[src/hw/hps_cfg_pkg.sv]
// Shared widths, reset defaults and enum types for the host configuration path
// Covers the command decoder, the register stage and the window stage

package hps_cfg_pkg;

	////////////////////////////////////////////////////////////////////////////
	// Widths

	// Host data word
	localparam int IO_W  = 16;
	// Pixel or line dimension
	localparam int DIM_W = 12;
	// Running index of data words after a command
	localparam int CNT_W = 8;
	localparam int VOL_W = 5;
	localparam int LED_W = 8;
	// Product of two dimensions, before the divide
	localparam int MUL_W = 2 * DIM_W;

	////////////////////////////////////////////////////////////////////////////
	// Reset defaults, 1920x1080 active area

	localparam logic [DIM_W-1:0] DEF_WIDTH  = DIM_W'(1920);
	localparam logic [DIM_W-1:0] DEF_HEIGHT = DIM_W'(1080);

	////////////////////////////////////////////////////////////////////////////
	// Types

	// Kept opcodes, anything else folds into CMD_OTHER
	typedef enum logic [7:0] {
		CMD_TIMING = 8'h20,
		CMD_LED    = 8'h25,
		CMD_VOL    = 8'h26,
		CMD_VSET   = 8'h27,
		CMD_HSET   = 8'h37,
		CMD_ARC    = 8'h3A,
		CMD_OTHER  = 8'hFF
	} cmd_e;

	typedef enum logic {
		WAIT_CMD = 1'b0,
		HAVE_CMD = 1'b1
	} dec_state_e;

	// Window sequencer, calc at 0, clamp at 6, output at 7
	typedef enum logic [2:0] {
		STEP_CALC, STEP_W1, STEP_W2, STEP_W3,
		STEP_W4, STEP_W5, STEP_CLAMP, STEP_OUT
	} win_step_e;

endpackage

[src/hw/cfg_wr_if.sv]
// Decoded command writes, decoder to register stage

`timescale 1ns/1ps

interface cfg_wr_if;
	import hps_cfg_pkg::*;

	// One-cycle pulse per data word
	logic             wr;
	cmd_e             cmd;
	logic [CNT_W-1:0] idx;
	logic [IO_W-1:0]  data;

	modport dec (
		output wr,
		output cmd,
		output idx,
		output data
	);

	modport regs (
		input wr,
		input cmd,
		input idx,
		input data
	);

endinterface

[src/hw/video_par_if.sv]
// Video size settings, register stage to window stage

`timescale 1ns/1ps

interface video_par_if;
	import hps_cfg_pkg::*;

	logic [DIM_W-1:0] width;
	logic [DIM_W-1:0] height;
	// Size limits, zero means no limit
	logic [DIM_W-1:0] vset;
	logic [DIM_W-1:0] hset;
	logic             freescale;
	// Two custom aspect-ratio pairs
	logic [DIM_W-1:0] arc1x;
	logic [DIM_W-1:0] arc1y;
	logic [DIM_W-1:0] arc2x;
	logic [DIM_W-1:0] arc2y;

	modport src (output width, height, vset, hset, freescale, arc1x, arc1y, arc2x, arc2y);

	modport dst (input width, height, vset, hset, freescale, arc1x, arc1y, arc2x, arc2y);

endinterface

[src/hw/cmd_decode.sv]
// Host bus decoder: strobe edge detect, acknowledge, command and index tracking

`timescale 1ns/1ps

module cmd_decode (
	input  logic                         clk_sys,
	input  logic                         resetd,
	input  logic                         i_io_uio,
	input  logic                         i_io_clk,
	input  logic [hps_cfg_pkg::IO_W-1:0] i_io_din,
	output logic                         o_io_ack,
	cfg_wr_if.dec                        wr
);
	import hps_cfg_pkg::*;

	logic             clk_d1;
	logic             strobe;
	dec_state_e       state;
	logic [CNT_W-1:0] cnt;

	// Map the low byte of a command word onto the kept opcodes
	function automatic cmd_e to_cmd(input logic [7:0] op);
		cmd_e c;
		case (op)
			8'h20:   c = CMD_TIMING;
			8'h25:   c = CMD_LED;
			8'h26:   c = CMD_VOL;
			8'h27:   c = CMD_VSET;
			8'h37:   c = CMD_HSET;
			8'h3A:   c = CMD_ARC;
			default: c = CMD_OTHER;
		endcase
		return c;
	endfunction

	// First cycle of a high strobe level
	assign strobe = i_io_clk & ~clk_d1;

	////////////////////////////////////////////////////////////////////////////
	// Acknowledge is the strobe level two cycles late

	always_ff @(posedge clk_sys) begin
		if (resetd) begin
			clk_d1   <= 1'b0;
			o_io_ack <= 1'b0;
		end else begin
			clk_d1   <= i_io_clk;
			o_io_ack <= clk_d1;
		end
	end

	////////////////////////////////////////////////////////////////////////////
	// Command and data words

	always_ff @(posedge clk_sys) begin
		if (resetd) begin
			state  <= WAIT_CMD;
			cnt    <= '0;
			wr.wr  <= 1'b0;
		end else begin
			wr.wr <= 1'b0;
			if (!i_io_uio) begin
				state <= WAIT_CMD;
			end else if (strobe) begin
				if (state == WAIT_CMD) begin
					state  <= HAVE_CMD;
					wr.cmd <= to_cmd(i_io_din[7:0]);
					cnt    <= '0;
				end else begin
					wr.wr   <= 1'b1;
					wr.idx  <= cnt;
					wr.data <= i_io_din;
					cnt     <= cnt + 1'b1;
				end
			end
		end
	end

endmodule

[src/hw/cfg_regs.sv]
// Configuration registers written by decoded host commands
// Also drives the LED overtake mux and the volume attenuation

`timescale 1ns/1ps

module cfg_regs (
	input  logic                          clk_sys,
	input  logic                          resetd,
	cfg_wr_if.regs                        wr,
	input  logic [hps_cfg_pkg::LED_W-1:0] i_led_status,
	output logic [hps_cfg_pkg::LED_W-1:0] o_led,
	output logic [hps_cfg_pkg::VOL_W-1:0] o_vol_att,
	video_par_if.src                      par
);
	import hps_cfg_pkg::*;

	logic [LED_W-1:0] led_mask;
	logic [LED_W-1:0] led_state;
	logic [DIM_W-1:0] din_dim;

	// Dimensions always come from the low bits of the word
	assign din_dim = wr.data[DIM_W-1:0];

	////////////////////////////////////////////////////////////////////////////
	// Command execution

	always_ff @(posedge clk_sys) begin
		if (resetd) begin
			par.width     <= DEF_WIDTH;
			par.height    <= DEF_HEIGHT;
			par.vset      <= '0;
			par.hset      <= '0;
			par.freescale <= 1'b0;
			par.arc1x     <= '0;
			par.arc1y     <= '0;
			par.arc2x     <= '0;
			par.arc2y     <= '0;
			led_mask      <= '0;
			led_state     <= '0;
			o_vol_att     <= '0;
		end else if (wr.wr) begin
			case (wr.cmd)
				// Only active width and height, porch and sync words dropped
				CMD_TIMING: begin
					if (wr.idx == CNT_W'(0))
						par.width <= din_dim;
					if (wr.idx == CNT_W'(4))
						par.height <= din_dim;
				end

				CMD_LED: begin
					led_mask  <= wr.data[2*LED_W-1:LED_W];
					led_state <= wr.data[LED_W-1:0];
				end

				CMD_VOL:
					o_vol_att <= wr.data[VOL_W-1:0];

				CMD_VSET:
					par.vset <= din_dim;

				CMD_HSET: begin
					par.freescale <= wr.data[IO_W-1];
					par.hset      <= din_dim;
				end

				CMD_ARC: begin
					case (wr.idx)
						CNT_W'(0): par.arc1x <= din_dim;
						CNT_W'(1): par.arc1y <= din_dim;
						CNT_W'(2): par.arc2x <= din_dim;
						CNT_W'(3): par.arc2y <= din_dim;
						default: ;
					endcase
				end

				default: ;
			endcase
		end
	end

	////////////////////////////////////////////////////////////////////////////
	// LED overtake

	// Host state where masked, board status elsewhere
	assign o_led = (led_mask & led_state) | (~led_mask & i_led_status);

endmodule

[src/hw/video_window.sv]
// Picture window centring for the requested aspect ratio
// Eight-step sequencer, recalculates continuously

`timescale 1ns/1ps

module video_window (
	input  logic                          clk_sys,
	input  logic                          resetd,
	video_par_if.dst                      par,
	input  logic [hps_cfg_pkg::DIM_W-1:0] i_ar_x,
	input  logic [hps_cfg_pkg::DIM_W-1:0] i_ar_y,
	output logic [hps_cfg_pkg::DIM_W-1:0] o_hmin,
	output logic [hps_cfg_pkg::DIM_W-1:0] o_hmax,
	output logic [hps_cfg_pkg::DIM_W-1:0] o_vmin,
	output logic [hps_cfg_pkg::DIM_W-1:0] o_vmax
);
	import hps_cfg_pkg::*;

	win_step_e        step;
	// Effective (limited) size
	logic [DIM_W-1:0] eff_w;
	logic [DIM_W-1:0] eff_h;
	// Selected ratio
	logic [DIM_W-1:0] arx;
	logic [DIM_W-1:0] ary;
	logic [MUL_W-1:0] wcalc;
	logic [MUL_W-1:0] hcalc;
	logic [DIM_W-1:0] videow;
	logic [DIM_W-1:0] videoh;
	logic [DIM_W-1:0] h_off;
	logic [DIM_W-1:0] v_off;

	////////////////////////////////////////////////////////////////////////////
	// Limits and ratio selection, every cycle

	always_ff @(posedge clk_sys) begin
		eff_h <= (par.vset != '0 && par.vset < par.height) ? par.vset : par.height;
		eff_w <= (par.hset != '0 && par.hset < par.width) ? par.hset : par.width;

		// Zero y selects a custom pair by number
		if (i_ar_y == '0) begin
			if (i_ar_x == DIM_W'(1)) begin
				arx <= par.arc1x;
				ary <= par.arc1y;
			end else if (i_ar_x == DIM_W'(2)) begin
				arx <= par.arc2x;
				ary <= par.arc2y;
			end else begin
				arx <= '0;
				ary <= '0;
			end
		end else begin
			arx <= i_ar_x;
			ary <= i_ar_y;
		end
	end

	////////////////////////////////////////////////////////////////////////////
	// Sequencer

	// Offsets centre the clamped picture in the full active area
	assign h_off = (par.width - videow) >> 1;
	assign v_off = (par.height - videoh) >> 1;

	always_ff @(posedge clk_sys) begin
		if (resetd)
			step <= STEP_CALC;
		else
			step <= win_step_e'(step + 3'd1);
	end

	// Candidate size, then clamp; divides have several steps to settle
	always_ff @(posedge clk_sys) begin
		case (step)
			STEP_CALC: begin
				if (par.freescale || arx == '0 || ary == '0) begin
					wcalc <= MUL_W'(eff_w);
					hcalc <= MUL_W'(eff_h);
				end else begin
					wcalc <= (MUL_W'(eff_h) * MUL_W'(arx)) / MUL_W'(ary);
					hcalc <= (MUL_W'(eff_w) * MUL_W'(ary)) / MUL_W'(arx);
				end
			end
			STEP_CLAMP: begin
				videow <= (wcalc > MUL_W'(eff_w)) ? eff_w : wcalc[DIM_W-1:0];
				videoh <= (hcalc > MUL_W'(eff_h)) ? eff_h : hcalc[DIM_W-1:0];
			end
			default: ;
		endcase
	end

	always_ff @(posedge clk_sys) begin
		if (resetd) begin
			o_hmin <= '0;
			o_hmax <= '0;
			o_vmin <= '0;
			o_vmax <= '0;
		end else if (step == STEP_OUT) begin
			o_hmin <= h_off;
			o_hmax <= h_off + videow - 1'b1;
			o_vmin <= v_off;
			o_vmax <= v_off + videoh - 1'b1;
		end
	end

endmodule

[src/hw/hps_cfg_top.sv]
// Top level of the host configuration path
// Decoder, register stage and window stage joined by two interfaces

`timescale 1ns/1ps

module hps_cfg_top (
	input  logic                          clk_sys,
	input  logic                          resetd,
	// Host bus
	input  logic                          i_io_uio,
	input  logic                          i_io_clk,
	input  logic [hps_cfg_pkg::IO_W-1:0]  i_io_din,
	output logic                          o_io_ack,
	// LEDs and audio
	input  logic [hps_cfg_pkg::LED_W-1:0] i_led_status,
	output logic [hps_cfg_pkg::LED_W-1:0] o_led,
	output logic [hps_cfg_pkg::VOL_W-1:0] o_vol_att,
	// Aspect ratio request and window result
	input  logic [hps_cfg_pkg::DIM_W-1:0] i_ar_x,
	input  logic [hps_cfg_pkg::DIM_W-1:0] i_ar_y,
	output logic [hps_cfg_pkg::DIM_W-1:0] o_hmin,
	output logic [hps_cfg_pkg::DIM_W-1:0] o_hmax,
	output logic [hps_cfg_pkg::DIM_W-1:0] o_vmin,
	output logic [hps_cfg_pkg::DIM_W-1:0] o_vmax
);

	cfg_wr_if    u_wr_if ();
	video_par_if u_par_if ();

	cmd_decode u_decode (
		.clk_sys  (clk_sys),
		.resetd   (resetd),
		.i_io_uio (i_io_uio),
		.i_io_clk (i_io_clk),
		.i_io_din (i_io_din),
		.o_io_ack (o_io_ack),
		.wr       (u_wr_if.dec)
	);

	cfg_regs u_regs (
		.clk_sys      (clk_sys),
		.resetd       (resetd),
		.wr           (u_wr_if.regs),
		.i_led_status (i_led_status),
		.o_led        (o_led),
		.o_vol_att    (o_vol_att),
		.par          (u_par_if.src)
	);

	video_window u_window (
		.clk_sys (clk_sys),
		.resetd  (resetd),
		.par     (u_par_if.dst),
		.i_ar_x  (i_ar_x),
		.i_ar_y  (i_ar_y),
		.o_hmin  (o_hmin),
		.o_hmax  (o_hmax),
		.o_vmin  (o_vmin),
		.o_vmax  (o_vmax)
	);

endmodule

[config.mk]
export PLATFORM = sky130hd
export DESIGN_NAME = hps_cfg_top
export DESIGN_NICKNAME = d
export VERILOG_FILES = /design/src/hw/hps_cfg_pkg.sv /design/src/hw/cfg_wr_if.sv /design/src/hw/video_par_if.sv /design/src/hw/cmd_decode.sv /design/src/hw/cfg_regs.sv /design/src/hw/video_window.sv /design/src/hw/hps_cfg_top.sv
export SDC_FILE = /design/constraint.sdc
export NUM_CORES = 2
export LEC_CHECK = 0
export BUFFER_PORTS_ARGS = -buffer_cell sky130_fd_sc_hd__buf_4
export CORE_MARGIN = 2
export CORE_UTILIZATION = 25
export CTS_BUF_LIST = sky130_fd_sc_hd__clkbuf_2 sky130_fd_sc_hd__clkbuf_4 sky130_fd_sc_hd__clkbuf_8
export DETAILED_ROUTE_END_ITERATION = 16
export PLACE_DENSITY = 0.48
export RECOVER_POWER = 50
export SLEW_MARGIN = 20
export SYNTH_ARGS = -nofsm -noshare
export SYNTH_HDL_FRONTEND = slang
export SYNTH_SLANG_ARGS = --single-unit
[constraint.sdc]
create_clock -name clk_sys -period 74.7 [get_ports clk_sys]
set_input_delay 7.47 -clock clk_sys [delete_from_list [all_inputs] [get_ports clk_sys]]
set_output_delay 7.47 -clock clk_sys [all_outputs]
set_load 0.03 [all_outputs]
# [After elaboration in Yosys (flattened, before gate mapping)]
# Cells that the tools add are included.
[totals] register_bits=331 input_bits=52 out_inout_bits=62 elab_cells=122
[classes] addsub=8 multipliers=2 div=2 magnitude_cmp=4 eq_ne=20 mux=15 n_bitwise=10 reduce_logical=26
[ops] cell="$mux 12" count=12
[ops] cell="$eq 8x6->1 const B" count=12
[ops] cell="$div 24x12->24" count=2
[ops] cell="$gt 24x12->1" count=2
[ops] cell="$mul 12x12->24" count=2
[ops] cell="$pmux 8 s6" count=1
[ops] cell="$logic_not 12->1" count=3
[ops] cell="$add 11x12->12" count=2
[ops] cell="$lt 12x12->1" count=2
[ops] cell="$reduce_bool 12->1" count=2
[ops] cell="$sub 12x1->12 const B" count=2
[ops] cell="$sub 12x12->12" count=2
[ops] cell="$reduce_and 3->1" count=6
[ops] cell="$and 8x8->8" count=2
[ops] cell="$eq 8x2->1 const B" count=2
[ops] cell="$eq 12x1->1 const B" count=1
[ops] cell="$eq 12x2->1 const B" count=1
[ops] cell="$reduce_and 2->1" count=5
[ops] cell="$add 8x1->8 const B" count=1
[ops] cell="$eq 8x1->1 const B" count=1
[ops] cell="$eq 8x3->1 const B" count=1
[ops] cell="$logic_not 8->1" count=1
[ops] cell="$mux 8" count=1
[ops] cell="$not 8->8" count=1
[ops] cell="12 further kinds" count=20

# [Logic depth before layout (Yosys ltp)]
[logic_depth] depth_word=4 mapped_depth=323 depth_no_buf=295

# [Hierarchy]
# Synthesis repeated with hierarchy kept, for this count alone.
[hier_totals] cells_unflattened=6267 hier_area_um2=49966.7
[by_module_without_submodules] mod="video_window" instances=1 cells_each=5705 area_each_um2=43701.9 seq_area_each_um2=4103.9
[by_module_without_submodules] mod="cfg_regs" instances=1 cells_each=448 area_each_um2=4673.2 seq_area_each_um2=2362.3
[by_module_without_submodules] mod="cmd_decode" instances=1 cells_each=114 area_each_um2=1591.5 seq_area_each_um2=1141.1

# [Worst setup path after synthesis]
# Ideal clock, no wire load.
[synth_timing] path_kind="reg-to-reg" startpoint="register u_window.ary[11]" endpoint="register u_window.hcalc[0] (data pin)" setup_ns=0.274 t_arrival_ns=63.701 required_time_ns=74.426 slack_ns=10.725 path_stages_with_launch=312 n_path_buf=35 period_less_slack_ns=63.975 path_cell_list="dfxtp_1 > clkbuf_1 > clkbuf_1 > clkinv_1 > nor2_1 > fa_1 > fa_1 > fa_1 > fa_1 > inv_1 > fa_1 > inv_1 > ha_1 > buf_2 > a21oi_1 > o21ai_0 > a31o_1 > or3_1 > (+276 left out) > buf_2 > mux2i_1 > ha_1 > a21o_1 > a21oi_1 > nor2b_1 > o21ai_0 > nand2b_1 > a21oi_1 > nor2b_1 > o21ai_0 > nand2b_1 > a21oi_1 > o2111ai_1 > nor4_1 > o211ai_1 > a311oi_1 > a41oi_1"
[synth_between] elab_chain_cells=3 elab_cells_between_ends=5 cone_classes="mul: 1; div: 1; mux: 1; reduce/logical: 2"
[synth_lines] item="start: declaration" line_no="video_window.sv:25" text="logic [DIM_W-1:0] ary;"
[synth_lines] item="start signal: assignment" line_no="video_window.sv:44" text="ary <= par.arc1y;"
[synth_lines] item="start signal: assignment" line_no="video_window.sv:47" text="ary <= par.arc2y;"
[synth_lines] item="start signal: assignment" line_no="video_window.sv:54" text="ary <= i_ar_y;"
[synth_lines] item="$mul 12x12->24 / $logic_not 12->1 (equally long branches)" line_no="video_window.sv:81, video_window.sv:76"
[synth_lines] item="$div 24x12->24 / $logic_or 1x1->1 (equally long branches)" line_no="video_window.sv:81, video_window.sv:76"
[synth_lines] item="$mux 12 (*)" line_no="video_window.sv:76" text="if (par.freescale || arx == '0 || ary == '0) begin"
[synth_lines] item="end signal: assignment" line_no="video_window.sv:78" text="hcalc <= MUL_W'(eff_h);"
[synth_lines] item="end signal: assignment" line_no="video_window.sv:81" text="hcalc <= (MUL_W'(eff_w) * MUL_W'(ary)) / MUL_W'(arx);"
[synth_lines] item="end: declaration" line_no="video_window.sv:27" text="logic [MUL_W-1:0] hcalc;"
# Mark *: on every way between the ends. The rest lies on a longest branch, timed or not.
# A chain may end at the register's enable or synchronous reset.

# [Worst setup path after layout]
[layout_timing] startpoint="register u_window.arx[8]" endpoint="register u_window.wcalc[0] (data pin)"
[layout_between] elab_chain_cells=4 elab_cells_between_ends=6 cone_classes="mul: 1; div: 1; mux: 1; reduce/logical: 3"
[layout_lines] item="start: declaration" line_no="video_window.sv:24" text="logic [DIM_W-1:0] arx;"
[layout_lines] item="start signal: assignment" line_no="video_window.sv:43" text="arx <= par.arc1x;"
[layout_lines] item="start signal: assignment" line_no="video_window.sv:46" text="arx <= par.arc2x;"
[layout_lines] item="start signal: assignment" line_no="video_window.sv:53" text="arx <= i_ar_x;"
[layout_lines] item="branches (longest 3 deep; another with $mul 12x12->24)"
[layout_lines] item="$mux 12 (*)" line_no="video_window.sv:76"
[layout_lines] item="end signal: assignment" line_no="video_window.sv:77" text="wcalc <= MUL_W'(eff_w);"
[layout_lines] item="end signal: assignment" line_no="video_window.sv:80" text="wcalc <= (MUL_W'(eff_h) * MUL_W'(arx)) / MUL_W'(ary);"
[layout_lines] item="end: declaration" line_no="video_window.sv:26" text="logic [MUL_W-1:0] wcalc;"
# Mark *: on every way between the ends.

==> flow_summary.toml <==
[global_route]
grt_max_degree = 94
antenna_found_initial = 1
grt-ovfl-total = 0
grt_pass1_wl_um = 251000
grt_pass1_vias = 44787
grt_usage_pct = 15.1

[timing]
maxSlewViolCount = 151
hold_viol = 0
worst_pin_slew_ps = 3860
period_share_pct = 92.0
fin_crit_ps = 68740
rsz0062_at_grt = "no"
relSlewSlack_pct = -158
tns_ps = 0
fin_skew_ps = 35.2
setup_viol = 0
max_freq_ghz = 0.0145

[flow_run]
cap_violations = 3

[worst_setup_path]
required_ps = 75090
worst_setup_path_end_kind = "register"
start_kind = "register"
cpPeakStageDelay_ps = 630
critical_path_class = "reg -> reg"
crit_arrival_ps = 69130
cp_max_fo = 26
path_common_cell = "o21a_1"
cp_slowest_cell = "o21bai_1"

[worst_hold_path]
hold_path.class = "reg -> reg"

[clocking]
cts_buffers = 58
cts_tree = "yes"
cts_root_buf = "clkbuf_8"
clock_path_buffers = 3
cts-hold-fix-buffers = 0
cts_sinks = 329
h-tree-depth = 2
clk_latency_ps = 680
cts.reportedPaths.clkPinSlew_ps = 60

[routing]
drtAntennaViolNets = 0
drt_iter0_markers = 2697
drc_errors = 0
vias = 45335
drt_wl_total_um = 159000
drtPass1Iterations = 7
vias_per_cell = 5.04
wl_per_cell_um = 17.6

[status]
violations = "max-capacitance violations, max-slew violations"
status = "complete, but fails checks"

[finish]
area_growth_syn_to_layout_pct = 10.1
final_nets = 7238
reg_top3 = "u_window.hcalc (24), u_window.wcalc (24), u_decode.wr.data (16)"
mostFrequentLayoutCells = "ha_1, nand2_1, nor2_1, inv_1, a21oi_1"
drive_gt1_share_pct = 8.88
final_common_cell = "ha_1"

[yosys]
ys_seq_area_share_pct = 15.2
synth-edff-count = 102
async_reset_ff_share_pct = 0
synth_seq_cells = 329
synthFlopType = "dfxtp_1"
synth.avg_cell_area_sq_um = 7.97
yosysUniqueCellTypes = 136
ys_warn_count = 0
synthCells = 6277
synth_area_sq_mm = 0.0500

[floorplanning]
die_w_um = 451
die-area_sq_mm = 0.204
fp.dieH_um = 451
pin_count = 114
initial_core_util_pct = 25.1
rows = 164
core_area_sq_mm = 0.199

[placement]
dpl.hpwl_um = 126000
routabilityCongestion = 0.874
portBuffers = 111
stage by stage:
step	hold WS [ps]	setup slack [ps]	utilization [%]	instance area, sq um	cells
after floorplan	417	10720	-	50000	6278
after global placement	435	5870	27.0	53800	8889
after detailed placement	446	4780	27.0	53800	8889
after CTS	457	4440	27.6	55000	8996
after global routing	474	96.2	27.6	55100	9000
final	453	5960	27.6	55100	9000
path summary, 6_finish.rpt:
check / start / endpoint / slack, ps / cells past startpoint
worst min-delay path: u_window.step[0] / u_window.step[0] / 450 / 1
worst min register to register: u_window.step[0] / u_window.step[0] / 450 / 1
worst max-delay path: u_window.arx[8] / u_window.wcalc[0] / 5960 / 284
worst max register to register: u_window.arx[8] / u_window.wcalc[0] / 5960 / 284
cells in the mapped netlist (48+ instances only):
| cell type | number | share of area [%] |
|---|---|---|
| edfxtp_1 | 102 | 6.1 |
| a21oi_1 | 331 | 3.3 |
| dfxtp_1 | 227 | 9.1 |
| mux2_2 | 124 | 2.8 |
| a211oi_1 | 51 | 0.77 |
| xor2_1 | 110 | 1.9 |
| mux2i_1 | 176 | 3.5 |
| clkbuf_1 | 174 | 1.3 |
| nand2b_1 | 88 | 1.1 |
| nand2_1 | 656 | 4.9 |
| nor3_1 | 247 | 2.5 |
| a21o_1 | 143 | 2.1 |
| nand4_1 | 62 | 0.78 |
| xnor2_1 | 164 | 2.9 |
| o21ai_0 | 255 | 2.6 |
| o21a_1 | 233 | 3.5 |
| or3_1 | 48 | 0.60 |
| fa_1 | 204 | 8.2 |
| nand3_1 | 81 | 0.81 |
| ha_1 | 686 | 17 |
| inv_1 | 499 | 3.7 |
| nor2_1 | 622 | 4.7 |
| nor2b_1 | 91 | 1.1 |
| o21bai_1 | 54 | 0.81 |
| and2_1 | 55 | 0.69 |
| o31ai_1 | 97 | 1.5 |
logic make-up after synthesis:
kind of cell,synth area share (%)
AO/OA/AOI/OAI,21.6
XOR/XNOR,4.83
adder cells (fa/ha/maj),25.4
buffers and inverters,5.64
flip-flops,15.2
multiplexers,6.59
other,0.00750
AND/OR/NAND/NOR,20.7
routing by layer:
layer | share of wire (%) | GRT usage (%) | wire length [um]
met1 | 47 | 20.4 | 75100
met2 | 48 | 26.3 | 75800
met3 | 3.1 | 1.01 | 4860
met4 | 1.9 | 2.96 | 3090
met5 | 0 | 0 | 0
worst max-delay path, delay by kind of cell, from the launching register on:
kind / cells / cell delay (ps)
AO/OA/AOI/OAI: 162 / 38080
AND/OR/NAND/NOR: 68 / 14850
adder cells (fa/ha/maj): 30 / 10100
buffers and inverters: 18 / 3020
multiplexers: 6 / 1930
flip-flops: 1 / 300
layout make-up:
cell class,count,area [sq um]
fillers,21724,144000
multi-input cells,5223,39700
flip-flops and latches,329,7610
well taps,2656,3320
inverters,507,1910
repair buffers,174,1260
clock buffers,89,1120
clock inverters,18,153
repair inverters,3,15.0
diodes,1,2.50
timing repair:
action | in CTS | in global routing
endpoints found under the setup margin | 0 | 2
buffers inserted | 0 | 0
endpoints found under the hold margin | 0 | 0
gates resized for setup | 0 | 18
Power is not shown: default switching activity piles up to over one toggle a cycle in this logic, so the estimate is an artifact.
